**config.mk**
```make
export PLATFORM = sky130hd
export DESIGN_NAME = f8_core
export DESIGN_NICKNAME = d
export VERILOG_FILES = /design/src/hw/f8_core_pkg.sv /design/src/hw/f8_isa_pkg.sv /design/src/hw/f8_exec_if.sv /design/src/hw/f8_alu.sv /design/src/hw/f8_core.sv /design/src/hw/f8_regfile.sv /design/src/hw/f8_sequencer.sv /design/src/hw/f8_writeback.sv
export SDC_FILE = /design/constraint.sdc
export NUM_CORES = 1
export LEC_CHECK = 0
export BUFFER_PORTS_ARGS = -buffer_cell sky130_fd_sc_hd__buf_2
export CAP_MARGIN = 5
export CORE_ASPECT_RATIO = 0.75
export CORE_MARGIN = 10
export CORE_UTILIZATION = 35
export DETAILED_ROUTE_END_ITERATION = 8
export PLACE_DENSITY_LB_ADDON = 0.1
export SLEW_MARGIN = 20
export SYNTH_ARGS = -nofsm -noshare
export SYNTH_HDL_FRONTEND = slang
export SYNTH_HIERARCHICAL = 1
export SYNTH_SLANG_ARGS = --single-unit
```
**constraint.sdc**
```tcl
create_clock -name clk -period 8.6 [get_ports clk]
set_input_delay 0.43 -clock clk [delete_from_list [all_inputs] [get_ports clk]]
set_output_delay 0.43 -clock clk [all_outputs]
set_load 0.02 [all_outputs]
```
**src/hw/f8_core_pkg.sv**
```systemverilog
// f8 core datapath types
// widths, register selection, start address and ALU flag result
`default_nettype none

package f8_core_pkg;

	parameter int ADDR_W = 16;
	parameter int BYTE_W = 8;

	typedef logic [BYTE_W-1:0] byte_t;
	typedef logic [ADDR_W-1:0] word_t;

	typedef enum logic [1:0]
	{
		REG_X = 2'd0,
		REG_Y = 2'd1,
		REG_Z = 2'd2
	} reg_idx_t;

	// first opcode fetch after reset
	parameter word_t RESET_PC = 16'h4000;

	// packs onto flag byte bits 4:0
	typedef struct packed
	{
		logic o;
		logic z;
		logic n;
		logic c;
		logic h;
	} alu_flags_t;

endpackage

`default_nettype wire

```
**src/hw/f8_isa_pkg.sv**
```systemverilog
// f8 instruction set for the reduced core
// opcodes, instruction sizes, flag positions and ALU operations
`default_nettype none

package f8_isa_pkg;

	// low three bits of every ALU opcode select the ALU operation
	typedef enum logic [2:0]
	{
		ALU_ADD = 3'd0,
		ALU_ADC = 3'd1,
		ALU_SUB = 3'd2,
		ALU_SBC = 3'd3,
		ALU_OR = 3'd4,
		ALU_AND = 3'd5,
		ALU_XOR = 3'd6,
		ALU_PASS = 3'd7
	} alu_op_t;

	typedef enum logic [7:0]
	{
		OP_NOP = 8'h00,
		OP_TRAP = 8'h01,
		// xl, #imm8
		OP_ADD_XL = 8'h10,
		OP_ADC_XL = 8'h11,
		OP_SUB_XL = 8'h12,
		OP_SBC_XL = 8'h13,
		OP_OR_XL = 8'h14,
		OP_AND_XL = 8'h15,
		OP_XOR_XL = 8'h16,
		OP_LD_XL = 8'h17,
		// y, #imm16
		OP_ADDW_Y = 8'h20,
		OP_ADCW_Y = 8'h21,
		OP_SUBW_Y = 8'h22,
		OP_SBCW_Y = 8'h23,
		OP_ORW_Y = 8'h24,
		OP_XORW_Y = 8'h26,
		OP_LDW_Y = 8'h27,
		// dir16 stores
		OP_LD_DIR_XL = 8'h30,
		OP_LDW_DIR_Y = 8'h31,
		// relative jumps, #d8
		OP_JR = 8'h40,
		OP_JRZ = 8'h41,
		OP_JRNZ = 8'h42,
		OP_JRC = 8'h43,
		OP_JRNC = 8'h44
	} opcode_t;

	typedef enum logic [2:0]
	{
		FLAG_H,
		FLAG_C,
		FLAG_N,
		FLAG_Z,
		FLAG_O
	} flag_e;

	// unknown opcodes run as one byte nops
	function automatic logic [1:0] inst_size(opcode_t op);
		case (op)
			OP_ADD_XL, OP_ADC_XL, OP_SUB_XL, OP_SBC_XL,
			OP_OR_XL, OP_AND_XL, OP_XOR_XL, OP_LD_XL,
			OP_JR, OP_JRZ, OP_JRNZ, OP_JRC, OP_JRNC:
				return 2'd2;
			OP_ADDW_Y, OP_ADCW_Y, OP_SUBW_Y, OP_SBCW_Y,
			OP_ORW_Y, OP_XORW_Y, OP_LDW_Y,
			OP_LD_DIR_XL, OP_LDW_DIR_Y:
				return 2'd3;
			default:
				return 2'd1;
		endcase
	endfunction

endpackage

`default_nettype wire

```
**src/hw/f8_exec_if.sv**
```systemverilog
// f8 execute channel
// one ALU request and its same-cycle result, for a given operand width
`default_nettype none

interface f8_exec_if #(
	parameter type data_t = f8_core_pkg::byte_t
) ();

	logic valid;
	f8_isa_pkg::alu_op_t op;
	data_t a;
	data_t b;
	logic carry_in;
	data_t result;
	f8_core_pkg::alu_flags_t flags;

	// b arrives already inverted for sub and sbc
	modport issue (output valid, op, a, b, carry_in);

	modport unit (input op, a, b, carry_in, output result, flags);

	// valid marks the single execute cycle
	modport observe (input valid, op, result, flags);

endinterface

`default_nettype wire

```
**src/hw/f8_alu.sv**
```systemverilog
// f8 ALU for one operand width
// add with carry, logic operations and flag generation
`default_nettype none

module f8_alu #(
	parameter type data_t = f8_core_pkg::byte_t
) (
	f8_exec_if.unit exec
);

	localparam int W = $bits(data_t);

	logic [W:0] sum;
	logic [4:0] half;
	data_t result;
	logic arith;

	always_comb
	begin
		sum = {1'b0, exec.a} + {1'b0, exec.b} + {{W{1'b0}}, exec.carry_in};
		half = {1'b0, exec.a[3:0]} + {1'b0, exec.b[3:0]} + {4'b0000, exec.carry_in};
		arith = 1'b0;
		unique case (exec.op)
			f8_isa_pkg::ALU_ADD, f8_isa_pkg::ALU_ADC,
			f8_isa_pkg::ALU_SUB, f8_isa_pkg::ALU_SBC:
			begin
				result = sum[W-1:0];
				arith = 1'b1;
			end
			f8_isa_pkg::ALU_OR: result = exec.a | exec.b;
			f8_isa_pkg::ALU_AND: result = exec.a & exec.b;
			f8_isa_pkg::ALU_XOR: result = exec.a ^ exec.b;
			default: result = exec.b;
		endcase
	end

	assign exec.result = result;

	// logic ops report parity in place of overflow
	always_comb
	begin
		exec.flags.c = arith && sum[W];
		exec.flags.h = arith && half[4];
		if (arith)
			exec.flags.o = (exec.a[W-1] == exec.b[W-1]) && (sum[W-1] != exec.a[W-1]);
		else
			exec.flags.o = ^result;
		exec.flags.z = ~|result;
		exec.flags.n = result[W-1];
	end

endmodule

`default_nettype wire

```
**src/hw/f8_core.sv**
```systemverilog
// f8 core top level
// sequencer, register file, 8 and 16 bit ALUs and writeback
`default_nettype none

module f8_core #(
	parameter f8_core_pkg::word_t RESET_PC = f8_core_pkg::RESET_PC
) (
	input logic clk,
	input logic reset,
	output f8_core_pkg::word_t mem_read_addr,
	input f8_core_pkg::byte_t mem_read_data,
	output f8_core_pkg::word_t mem_write_addr,
	output f8_core_pkg::word_t mem_write_data,
	output logic [1:0] mem_write_en,
	output logic trap
);

	f8_core_pkg::word_t x, y;
	f8_core_pkg::byte_t flags, flags_next;
	f8_core_pkg::reg_idx_t write_idx;
	f8_core_pkg::word_t write_data;
	logic [1:0] write_en;
	f8_core_pkg::word_t store_addr;
	logic store_byte, store_word;

	f8_exec_if #(.data_t(f8_core_pkg::byte_t)) exec8 ();
	f8_exec_if #(.data_t(f8_core_pkg::word_t)) exec16 ();

	f8_sequencer #(.RESET_PC(RESET_PC)) f8_sequencer_i (.*);

	// z is not an operand of any instruction
	f8_regfile f8_regfile_i (.z(), .*);

	f8_alu #(.data_t(f8_core_pkg::byte_t)) f8_alu8_i (.exec(exec8));
	f8_alu #(.data_t(f8_core_pkg::word_t)) f8_alu16_i (.exec(exec16));

	f8_writeback f8_writeback_i (.*);

endmodule

`default_nettype wire

```
**src/hw/f8_regfile.sv**
```systemverilog
// f8 register file
// x, y, z with byte lane writes, plus the flag byte
`default_nettype none

module f8_regfile (
	input logic clk,
	input logic reset,
	input f8_core_pkg::reg_idx_t write_idx,
	input f8_core_pkg::word_t write_data,
	input logic [1:0] write_en,
	input f8_core_pkg::byte_t flags_next,
	output f8_core_pkg::word_t x,
	output f8_core_pkg::word_t y,
	output f8_core_pkg::word_t z,
	output f8_core_pkg::byte_t flags
);

	f8_core_pkg::word_t regs [3];

	assign x = regs[f8_core_pkg::REG_X];
	assign y = regs[f8_core_pkg::REG_Y];
	assign z = regs[f8_core_pkg::REG_Z];

	// lane 0 is the low byte, lane 1 the high byte
	always_ff @(posedge clk)
	begin
		if (write_en[0])
			regs[write_idx][7:0] <= write_data[7:0];
		if (write_en[1])
			regs[write_idx][15:8] <= write_data[15:8];
	end

	always_ff @(posedge clk)
	begin
		if (reset)
			flags <= '0;
		else
			flags <= flags_next;
	end

endmodule

`default_nettype wire

```
**src/hw/f8_sequencer.sv**
```systemverilog
// f8 sequencer
// byte fetch, instruction assembly, decode, branches and program counter
`default_nettype none

module f8_sequencer #(
	parameter f8_core_pkg::word_t RESET_PC = f8_core_pkg::RESET_PC
) (
	input logic clk,
	input logic reset,
	input f8_core_pkg::byte_t mem_read_data,
	input f8_core_pkg::word_t x,
	input f8_core_pkg::word_t y,
	input f8_core_pkg::byte_t flags,
	output f8_core_pkg::word_t mem_read_addr,
	f8_exec_if.issue exec8,
	f8_exec_if.issue exec16,
	output f8_core_pkg::word_t store_addr,
	output logic store_byte,
	output logic store_word,
	output logic trap
);

	typedef enum logic [1:0]
	{
		ST_START,
		ST_RUN,
		ST_HALT
	} state_t;

	state_t state;
	state_t state_next;
	f8_core_pkg::word_t pc;
	f8_core_pkg::word_t pc_next;
	logic [1:0] cnt;
	logic [1:0] size;
	f8_isa_pkg::opcode_t opcode;
	f8_isa_pkg::opcode_t opcode_q;
	f8_core_pkg::byte_t operand_q;
	f8_core_pkg::word_t imm16;
	f8_isa_pkg::alu_op_t op;
	logic last, execute, taken;
	logic is_alu8, is_alu16, is_st8, is_st16, is_trap;
	logic invert, carry;

	// cnt counts bytes already taken from the current instruction
	assign opcode = (cnt == 2'd0) ? f8_isa_pkg::opcode_t'(mem_read_data) : opcode_q;
	assign size = f8_isa_pkg::inst_size(opcode);
	assign last = (cnt + 2'd1 == size);
	assign execute = (state == ST_RUN) && last;
	assign imm16 = {mem_read_data, operand_q};

	always_comb
	begin
		is_alu8 = 1'b0;
		is_alu16 = 1'b0;
		is_st8 = 1'b0;
		is_st16 = 1'b0;
		is_trap = 1'b0;
		taken = 1'b0;
		unique case (opcode)
			f8_isa_pkg::OP_ADD_XL, f8_isa_pkg::OP_ADC_XL, f8_isa_pkg::OP_SUB_XL,
			f8_isa_pkg::OP_SBC_XL, f8_isa_pkg::OP_OR_XL, f8_isa_pkg::OP_AND_XL,
			f8_isa_pkg::OP_XOR_XL, f8_isa_pkg::OP_LD_XL:
				is_alu8 = 1'b1;
			f8_isa_pkg::OP_ADDW_Y, f8_isa_pkg::OP_ADCW_Y, f8_isa_pkg::OP_SUBW_Y,
			f8_isa_pkg::OP_SBCW_Y, f8_isa_pkg::OP_ORW_Y, f8_isa_pkg::OP_XORW_Y,
			f8_isa_pkg::OP_LDW_Y:
				is_alu16 = 1'b1;
			f8_isa_pkg::OP_LD_DIR_XL: is_st8 = 1'b1;
			f8_isa_pkg::OP_LDW_DIR_Y: is_st16 = 1'b1;
			f8_isa_pkg::OP_JR: taken = 1'b1;
			f8_isa_pkg::OP_JRZ: taken = flags[f8_isa_pkg::FLAG_Z];
			f8_isa_pkg::OP_JRNZ: taken = !flags[f8_isa_pkg::FLAG_Z];
			f8_isa_pkg::OP_JRC: taken = flags[f8_isa_pkg::FLAG_C];
			f8_isa_pkg::OP_JRNC: taken = !flags[f8_isa_pkg::FLAG_C];
			f8_isa_pkg::OP_TRAP: is_trap = 1'b1;
			default: ;
		endcase
	end

	// subtraction is a + ~b + carry
	assign op = f8_isa_pkg::alu_op_t'(opcode[2:0]);
	assign invert = (op == f8_isa_pkg::ALU_SUB) || (op == f8_isa_pkg::ALU_SBC);
	assign carry = (op == f8_isa_pkg::ALU_SUB)
		|| ((op == f8_isa_pkg::ALU_ADC || op == f8_isa_pkg::ALU_SBC)
		&& flags[f8_isa_pkg::FLAG_C]);

	always_comb
	begin
		exec8.valid = execute && is_alu8;
		exec8.op = op;
		exec8.a = x[7:0];
		exec8.b = invert ? ~mem_read_data : mem_read_data;
		exec8.carry_in = carry;
		exec16.valid = execute && is_alu16;
		exec16.op = op;
		exec16.a = y;
		exec16.b = invert ? ~imm16 : imm16;
		exec16.carry_in = carry;
	end

	assign store_addr = imm16;
	assign store_byte = execute && is_st8;
	assign store_word = execute && is_st16;
	assign trap = (state == ST_HALT) || (execute && is_trap);

	// next opcode address leaves in the execute cycle
	always_comb
	begin
		state_next = state;
		pc_next = pc;
		mem_read_addr = pc;
		if (state == ST_START)
			state_next = ST_RUN;
		else if (state == ST_RUN)
		begin
			if (!last)
				mem_read_addr = pc + f8_core_pkg::word_t'(cnt) + 16'd1;
			else if (is_trap)
				state_next = ST_HALT;
			else
			begin
				if (taken)
					pc_next = pc + {{8{mem_read_data[7]}}, mem_read_data};
				else
					pc_next = pc + f8_core_pkg::word_t'(size);
				mem_read_addr = pc_next;
			end
		end
	end

	always_ff @(posedge clk)
	begin
		if (reset)
		begin
			state <= ST_START;
			pc <= RESET_PC;
			cnt <= 2'd0;
		end
		else
		begin
			state <= state_next;
			pc <= pc_next;
			cnt <= (state == ST_RUN && !last) ? cnt + 2'd1 : 2'd0;
		end
	end

	always_ff @(posedge clk)
	begin
		if (cnt == 2'd0)
			opcode_q <= opcode;
		if (cnt == 2'd1)
			operand_q <= mem_read_data;
	end

endmodule

`default_nettype wire

```
**src/hw/f8_writeback.sv**
```systemverilog
// f8 writeback
// merges both ALU results into register, flag and memory writes
`default_nettype none

module f8_writeback (
	f8_exec_if.observe exec8,
	f8_exec_if.observe exec16,
	input f8_core_pkg::byte_t flags,
	input f8_core_pkg::word_t x,
	input f8_core_pkg::word_t y,
	input f8_core_pkg::word_t store_addr,
	input logic store_word,
	input logic store_byte,
	output f8_core_pkg::reg_idx_t write_idx,
	output f8_core_pkg::word_t write_data,
	output logic [1:0] write_en,
	output f8_core_pkg::byte_t flags_next,
	output f8_core_pkg::word_t mem_write_addr,
	output f8_core_pkg::word_t mem_write_data,
	output logic [1:0] mem_write_en
);

	always_comb
	begin
		write_idx = f8_core_pkg::REG_X;
		write_data = {8'h00, exec8.result};
		write_en = 2'b00;
		flags_next = flags;
		if (exec8.valid)
		begin
			write_en = 2'b01;
			// ld xl leaves every flag alone
			if (exec8.op != f8_isa_pkg::ALU_PASS)
			begin
				flags_next[f8_isa_pkg::FLAG_Z] = exec8.flags.z;
				flags_next[f8_isa_pkg::FLAG_N] = exec8.flags.n;
			end
			if (exec8.op inside {f8_isa_pkg::ALU_ADD, f8_isa_pkg::ALU_ADC,
				f8_isa_pkg::ALU_SUB, f8_isa_pkg::ALU_SBC})
			begin
				flags_next[f8_isa_pkg::FLAG_H] = exec8.flags.h;
				flags_next[f8_isa_pkg::FLAG_C] = exec8.flags.c;
				flags_next[f8_isa_pkg::FLAG_O] = exec8.flags.o;
			end
		end
		else if (exec16.valid)
		begin
			write_idx = f8_core_pkg::REG_Y;
			write_data = exec16.result;
			write_en = 2'b11;
			// H is never touched by word ops
			flags_next[f8_isa_pkg::FLAG_Z] = exec16.flags.z;
			flags_next[f8_isa_pkg::FLAG_N] = exec16.flags.n;
			if (exec16.op != f8_isa_pkg::ALU_PASS)
				flags_next[f8_isa_pkg::FLAG_O] = exec16.flags.o;
			if (exec16.op inside {f8_isa_pkg::ALU_ADD, f8_isa_pkg::ALU_ADC,
				f8_isa_pkg::ALU_SUB, f8_isa_pkg::ALU_SBC})
				flags_next[f8_isa_pkg::FLAG_C] = exec16.flags.c;
		end
	end

	// high byte lands at the address plus 1
	assign mem_write_addr = store_addr;
	assign mem_write_data = store_word ? y : {8'h00, x[7:0]};
	assign mem_write_en = {store_word, store_word || store_byte};

endmodule

`default_nettype wire
```
==> impl_metrics.ini, run 1 <==
[synthesis]
synth.avg_cell_area_um2 = 8.53
synth_nets = 1015
ys.warnings.count = 6
netlist_instances = 920
synthesis.area_um2 = 7850

[clock_tree]
cts_buffers = 9
postCtsSetupBuffers = 0
clk_pin_slew_ps = 60
cts-root-buf = clkbuf_16
clock_latency_ps = 350
h-tree-depth = 3
cts_resized = 0
cts_tree = built
cts.sinks = 62
holdBufCountCts = 0
clockBufferDepth = 2

[power]
power_frac_comb_pct = 34.8
p_leak_nw = 3.69
p_sw_w = 0.000396
p_int_w = 0.000716
seqPwrFrac_pct = 30.6
power_density_nw_per_um2 = 136
vdd_drop_max_mv = 0.0716
switching_share_pct = 35.6
clockPowerShare_pct = 34.5
power.total_w = 0.00111

[layout]
drive_gt1_share_pct = 16.9
syn2layout_area_growth_pct = 4.03
nets = 992
fillers = 2304
final_common_cell = inv_1
ff_latch_area_um2 = 1640
multi_input_area_um2 = 5090
diodes = 0
most-common-layout-cells = inv_1 (104), ha_1 (79), buf_2 (60), nand2_1 (58), nor2_1 (57)
stdcell_area_um2 = 8170
stdcell_count = 1196

[setup_path]
max_stage_delay_ps = 820
cp_cell_sequence = inv_1 -> ha_1 -> mux2i_1 -> mux2i_1 -> a21oi_1 -> o211a_1 -> mux2_2 -> ha_1 -> fa_1 -> a21o_1 -> a21oi_1 -> o21a_1 -> nor3_1 -> or3_1 -> a21oi_1 -> xnor2_1 -> o221ai_1 -> buf_2
cpLargestDelayFamily = compound AO/OA/AOI/OAI gates
path_common_cell = a21oi_1
arrival_ps = 5880
cp_num_buf_inv = 2
cp-end-kind = primary output
required_ps = 8170
slowest_stage = ha_1
crit_fanout = 25
criticalPathCategory = reg2out
start_kind = flop

[sta]
finalSetupViolCount = 0
setup_tns_ps = 0
maxSlewHeadroom_pct = 32.4
finalCriticalPeriod_ps = 6310
maxClockFrequency_ghz = 0.158
tightest_slew_ps = 1010
hold_viol = 0
slew_viol_final = 0
rsz0062_at_grt = no
finalCritPeriodShare_pct = 73.4
fin_skew_ps = 10.9

[placement]
gp_congestion = 0.863
portBuffers = 60
dp_hpwl_mm = 18.6
dpl_cell_area_um2 = 7860
place_inst = 1180

[detailed_routing]
drt_first_pass_iters = 5
ant_nets = 0
vias_per_cell = 5.37
routed_wl_mm = 24.0
drt-initial-drc-count = 585
num_vias = 6419
avgRoutedWirePerCell_um = 20.0
drc = 0

[floorplanning]
die_x_um = 193
die_area_um2 = 28900
initial_utilization_pct = 35.6
die_height_um = 150
rows = 47
ios = 61
core_um2 = 22100

[flow_run]
maxCapViolCount = 0

[global_routing]
antenna_found_initial = 0
grt_use_total_pct = 16.5
grt_max_degree = 77
overflow = 0
grt_pass1_wl_mm = 36.3
grt_pass1_vias = 5743

[outcome]
status = completed

[hold_path]
hold_class = in2reg
[path summary, 6_finish.rpt]
kind / start / end / slack, ps / cells past startpoint
setup / recovery: f8_sequencer_i/cnt[0]$_SDFF_PP0_ / mem_read_addr[12] / 2290 / 18
hold / removal: mem_read_data[1] / f8_sequencer_i/operand_q[1]$_DFFE_PN_ / 400 / 1
setup reg to reg: f8_sequencer_i/cnt[0]$_SDFF_PP0_ / f8_regfile_i/flags[3]$_SDFF_PP0_ / 2610 / 20
hold reg to reg: f8_sequencer_i/state[1]$_SDFFE_PP0P_ / f8_sequencer_i/state[1]$_SDFFE_PP0P_ / 500 / 2
[power by group through the flow]
stage | logic, W | clock network, W | registers [W]
2_1_floorplan | 0.000300 | 0 | 0.000343
4_1_cts | 0.000385 | 0.000398 | 0.000340
3_3_place_gp | 0.000387 | 0 | 0.000347
3_5_place_dp | 0.000382 | 0 | 0.000347
5_1_grt | 0.000427 | 0.000413 | 0.000342
6_report | 0.000388 | 0.000384 | 0.000341
[area by class of cell]
| class | count | area share [%] |
|---|---|---|
| multi-input cells | 651 | 62.3 |
| flip-flops and latches | 62 | 20.1 |
| inverters | 104 | 4.78 |
| repair buffers | 69 | 4.51 |
| well taps | 294 | 4.51 |
| clock buffers | 10 | 2.93 |
| clock inverters | 6 | 0.843 |
[stage by stage]
step,util [%],hold slack [ps],setup slack [ps]
6_report,37.0,397,2290
5_1_grt,37.0,395,1870
3_3_place_gp,35.6,482,2740
4_1_cts,37.0,369,2340
2_1_floorplan,-,459,3520
3_5_place_dp,35.6,487,2630
[flip-flops by register name (all words and copies together), names as in the netlist]
register / count
f8_sequencer_i/pc: 16
f8_regfile_i/regs: 24
f8_sequencer_i/operand_q: 8
f8_sequencer_i/opcode_q: 8
f8_regfile_i/flags: 2
f8_sequencer_i/state: 2
f8_sequencer_i/cnt: 2
[metal layers]
| layer | vias up | track usage [%] | wire length [µm] | share of wire (%) |
|---|---|---|---|---|
| li1 | 3130 | - | - | - |
| met1 | 3081 | 26.9 | 13200 | 55 |
| met2 | 194 | 21.0 | 9050 | 38 |
| met3 | 14 | 3.19 | 1440 | 6.0 |
| met4 | 0 | 3.26 | 216 | 0.90 |
| met5 | - | 0 | 0 | 0 |
[worst register-to-register path: stages (launching register included)]
cell	delay, ps
dfxtp_1	340
inv_1	100
ha_1	820
mux2i_1	370
nor2_2	850
xor2_1	320
fa_1	540
inv_1	100
fa_1	200
inv_1	50
a21oi_1	300
o41ai_4	160
a21o_1	230
or4_4	490
and3b_1	200
ha_1	200
nand4_1	90
nor2_1	50
a211oi_1	220
a21oi_1	60
nor2b_1	170
Power figures use the tool's default switching activity.
==> run 2, diff against run 1 <==
==> constraint.sdc (replaced) <==
create_clock -name clk -period 5.92 [get_ports clk]
set_input_delay 0.296 -clock clk [delete_from_list [all_inputs] [get_ports clk]]
set_output_delay 0.296 -clock clk [all_outputs]
set_load 0.02 [all_outputs]
==> run 2 against run 1 <==
Net effect:
- clock power is 51% higher
- cell area is 1.1% higher
- critical endpoint unchanged
- non-clock buffer count is 11 higher
- count of clock-buffer cells in the layout stayed put
- routed wire length is 3.4% lower
- setup slack worse by 1900 ps
==> impl_metrics.ini, run 2 (same netlist as run 1, synthesis figures left out) <==
[power]
vdd_drop_max_mv = 0.110
clockPowerShare_pct = 35.5
p_leak_nw = 3.74
p_sw_w = 0.000563
power_frac_comb_pct = 34.3
power.total_w = 0.00163
p_int_w = 0.00107
switching_share_pct = 34.4
seqPwrFrac_pct = 30.2
power_density_nw_per_um2 = 198

[detailed_routing]
ant_nets = 0
routed_wl_mm = 23.1
num_vias = 6280
drt-initial-drc-count = 484
vias_per_cell = 5.20
wl_met1_mm = 12.7
drc = 0
avgRoutedWirePerCell_um = 19.2
dr_wl_met3_mm = 1.02
drt_first_pass_iters = 5
routed-wl-met2_mm = 9.21
highest_layer = met4

[sta]
finalCritPeriodShare_pct = 92.6
rsz0062_at_grt = no
hold_viol = 0
maxClockFrequency_ghz = 0.182
setup_tns_ps = 0
tightest_slew_ps = 997
worst_slack_ps = 437
maxSlewHeadroom_pct = 33.4
slew_viol_final = 0
finalCriticalPeriod_ps = 5480
fin_skew_ps = 9.92
finalSetupViolCount = 0

[placement]
gp_congestion = 0.843
dp_hpwl_mm = 18.0
place_ws_ps = 672
portBuffers = 60
place_inst = 1191

[setup_path]
crit_fanout = 12
start_kind = flop
arrival_ps = 5190
cp-end-kind = primary output
required_ps = 5620
criticalPathCategory = reg2out

[layout]
largest_register_ffs = 24
drive_gt1_share_pct = 17.7
regMostFlops = f8_regfile_i/regs
most-common-layout-cells = inv_1 (104), ha_1 (78), buf_2 (60), nand2_1 (58), nor2_1 (57)
syn2layout_area_growth_pct = 5.15
fillers = 2299
final_common_cell = inv_1
diodes = 0
largest_registers = f8_regfile_i/regs (24), f8_sequencer_i/pc (16)
stdcell_count = 1207
nets = 1003

[clock_tree]
clk_pin_slew_ps = 60
h-tree-depth = 3
cts_buffers = 9
postCtsSetupBuffers = 0
cts_tree = built
clock_latency_ps = 350
cts.sinks = 62
holdBufCountCts = 0
clockBufferDepth = 2
cts_resized = 0
cts-root-buf = clkbuf_16

[hold_path]
hold_class = in2reg

[global_routing]
grt_pass1_vias = 5954
grt_pass1_wl_mm = 35.7
overflow = 0
grt_max_degree = 53
grt_use_total_pct = 16.1
antenna_found_initial = 0

[outcome]
status = completed

[floorplanning]
initial_utilization_pct = 35.6
core_um2 = 22100
die_x_um = 193
rows = 47
die_height_um = 150
ios = 61
die_area_um2 = 28900

[flow_run]
maxCapViolCount = 0
[run 2: through the flow]
stage	instance area [µm²]	hold WS [ps]	util, %
floorplan	7850	368	-
global placement	7940	481	36.0
detailed placement	7940	489	36.0
CTS	8250	257	37.4
global route	8250	268	37.4
finish	8250	275	37.4
[run 2: area by class of cell]
type	count	area, µm²	area share [%]
Clock buffer	10	229	2.77
Clock inverter	6	77.6	0.940
Multi-Input combinational cell	651	5100	61.7
Timing Repair Buffer	80	450	5.46
Inverter	104	390	4.73
Tap cell	294	368	4.46
Sequential cell	62	1640	19.9
[run 2: layer usage]
layer / track usage [%] / vias to the layer above
met3: 2.88 / 10
met1: 25.0 / 2978
met4: 3.11 / 0
met2: 22.3 / 129
met5: 0 / -
li1: - / 3163
[run 2: worst max-delay path: stages (launching register included)]
cell and delay (ps):
dfxtp_1 340, inv_1 110, ha_2 360, buf_4 220, or3b_1 380, o22ai_2 260
o211a_1 330, mux2_2 360, ha_1 220, fa_1 420, a21o_1 200, a21oi_1 340
o21a_1 190, nor3_1 70, or3_1 350, a21oi_1 190, xnor2_1 180, o221ai_1 130
buf_2 180
[run 2: worst paths after layout]
path	startpoint	end	slack [ps]	depth (start not counted)
max reg2reg	f8_sequencer_i/cnt[0]$_SDFF_PP0_	f8_regfile_i/flags[3]$_SDFF_PP0_	990	20
min	mem_read_data[3]	f8_sequencer_i/operand_q[3]$_DFFE_PN_	270	1
max	f8_sequencer_i/cnt[0]$_SDFF_PP0_	mem_read_addr[12]	440	18
min reg2reg	f8_sequencer_i/state[1]$_SDFFE_PP0P_	f8_sequencer_i/state[1]$_SDFFE_PP0P_	500	2
[run 2: power groups by stage]
stage	sequential [W]	clock [W]	combinational (W)
global placement	0.000504	0	0.000563
detailed placement	0.000503	0	0.000557
finish	0.000494	0.000580	0.000561
CTS	0.000494	0.000593	0.000560
global route	0.000496	0.000610	0.000625
floorplan	0.000498	0	0.000436
==> run 3, diff against run 2 <==
--- a/config.mk
+++ b/config.mk
@@ -12,7 +12,7 @@
 export CORE_UTILIZATION = 35
 export DETAILED_ROUTE_END_ITERATION = 8
 export PLACE_DENSITY_LB_ADDON = 0.1
-export SLEW_MARGIN = 20
+export SLEW_MARGIN = 15
 export SYNTH_ARGS = -nofsm -noshare
 export SYNTH_HDL_FRONTEND = slang
 export SYNTH_HIERARCHICAL = 1
==> constraint.sdc (replaced) <==
create_clock -name clk -period 6.9 [get_ports clk]
set_input_delay 0.345 -clock clk [delete_from_list [all_inputs] [get_ports clk]]
set_output_delay 0.345 -clock clk [all_outputs]
set_load 0.02 [all_outputs]
==> run 3 against run 2 <==
Net effect:
- critical path depth grew 1
- critical path type unchanged
- count of clock-buffer cells in the layout is 1 higher
- first-iteration DRC count increased by 12%
- die area is the same
- register-to-register slack better by 620 ps
- sequential share of layout area rose by 0.18 points
- combinational power is 14% lower
==> impl_metrics.ini, run 3 (same netlist as run 1, synthesis figures left out) <==
[outcome]
status = completed

[floorplanning]
initial_utilization_pct = 35.6
die_x_um = 193
rows = 47
ios = 61
die_area_um2 = 28900
core_um2 = 22100
die_height_um = 150

[setup_path]
r2r_slack_ps = 1610
criticalPathCategory = reg2out
cp_num_buf_inv = 4
max_stage_delay_ps = 420
cp_cell_sequence = inv_1 -> ha_1 -> buf_4 -> mux2i_1 -> inv_1 -> nor2_1 -> o211a_1 -> mux2_2 -> ha_1 -> fa_1 -> a21o_1 -> a21oi_1 -> o21a_1 -> nor3_1 -> or3_1 -> a21oi_1 -> xnor2_1 -> o221ai_1 -> buf_2
cpLargestDelayFamily = compound AO/OA/AOI/OAI gates
worstReg2RegStart = f8_sequencer_i/cnt[0]$_SDFF_PP0_
required_ps = 6550
startpoint = f8_sequencer_i/cnt[0]$_SDFF_PP0_
start_kind = flop
reg2reg_to = f8_regfile_i/flags[3]$_SDFF_PP0_
arrival_ps = 5340
reg2regPathDepth = 19
crit_fanout = 18
cp-end-kind = primary output
slowest_stage = mux2i_1
worst-path-stages = 19
critPathCapture = mem_read_addr[12]

[clock_tree]
cts.sinks = 62
clk_pin_slew_ps = 60
postCtsSetupBuffers = 0
clock_latency_ps = 350
h-tree-depth = 3
cts-root-buf = clkbuf_16
holdBufCountCts = 0
cts_tree = built
cts_resized = 0
clockBufferDepth = 2
cts_buffers = 9

[sta]
finalCriticalPeriod_ps = 5680
slew_viol_final = 0
fin_skew_ps = 9.77
setup_tns_ps = 0
finalCritPeriodShare_pct = 82.3
hold_viol = 0
worst_slack_ps = 1220
fin_hold_ws_ps = 308
maxClockFrequency_ghz = 0.176
finalSetupViolCount = 0
maxSlewHeadroom_pct = 30.7
tightest_slew_ps = 1040
rsz0062_at_grt = no

[power]
p_leak_nw = 3.69
vdd_drop_max_mv = 0.0973
power_density_nw_per_um2 = 165
power.total_w = 0.00135

[detailed_routing]
drc = 0
ant_nets = 0
routed_wl_mm = 23.6
drt_first_pass_iters = 5
vias_per_cell = 5.24
drt-initial-drc-count = 541
num_vias = 6303
avgRoutedWirePerCell_um = 19.6

[global_routing]
grt_max_degree = 75
overflow = 0
grt_use_total_pct = 16.4
grt_pass1_vias = 5918
grt_pass1_wl_mm = 36.2
antenna_found_initial = 0

[layout]
syn2layout_area_growth_pct = 4.22
largest_registers = f8_regfile_i/regs (24), f8_sequencer_i/pc (16)
fillers = 2356
stdcell_count = 1202
most-common-layout-cells = inv_1 (104), ha_1 (79), buf_2 (60), nand2_1 (58), nor2_1 (57)
largest_register_ffs = 24
final_common_cell = inv_1
drive_gt1_share_pct = 17.2
diodes = 0
nets = 998
regMostFlops = f8_regfile_i/regs

[placement]
portBuffers = 60
place_inst = 1186
place_ws_ps = 1650
dp_hpwl_mm = 18.1
gp_congestion = 0.848

[flow_run]
maxCapViolCount = 0

[hold_path]
hold_class = in2reg
[run 3: cell type report]
type	instances	area, µm²	area share [%]
Sequential cell	62	1640	20.1
Multi-Input combinational cell	651	5090	62.2
Timing Repair Buffer	75	413	5.05
Clock inverter	5	35.0	0.428
Clock buffer	11	243	2.97
Tap cell	294	368	4.50
Inverter	104	390	4.77
[run 3: through the flow]
step	util [%]	instance area, µm²
after floorplan	-	7850
after global placement	35.8	7900
after detailed placement	35.8	7900
after CTS	37.1	8180
after global routing	37.1	8180
final	37.1	8180
[run 3: worst min path at each step]
stage / from / endpoint / slack, ps / cells after the start
final: mem_read_data[1] / f8_sequencer_i/operand_q[1]$_DFFE_PN_ / 310 / 1
after global placement: f8_sequencer_i/state[1]$_SDFFE_PP0P_ / f8_sequencer_i/state[1]$_SDFFE_PP0P_ / 480 / 2
after floorplan: reset / f8_regfile_i/flags[1]$_SDFF_PP0_ / 420 / 1
after CTS: mem_read_data[1] / f8_sequencer_i/operand_q[1]$_DFFE_PN_ / 290 / 1
after detailed placement: f8_sequencer_i/state[1]$_SDFFE_PP0P_ / f8_sequencer_i/state[1]$_SDFFE_PP0P_ / 490 / 2
after global routing: mem_read_data[3] / f8_sequencer_i/operand_q[3]$_DFFE_PN_ / 300 / 1
[run 3: power breakdown]
part	switching [W]	internal (W)
clock network	0.000191	0.000253
logic	0.000289	0.000194
registers	0.0000129	0.000411
total	0.000492	0.000858
[run 3: metal layers]
metal,GRT usage (%),vias to the layer above,part of all wire (%)
met2,21.8,139,39
met1,26.1,2997,55
li1,-,3152,-
met3,2.95,15,5.0
met4,3.18,0,0.87
met5,0,-,0
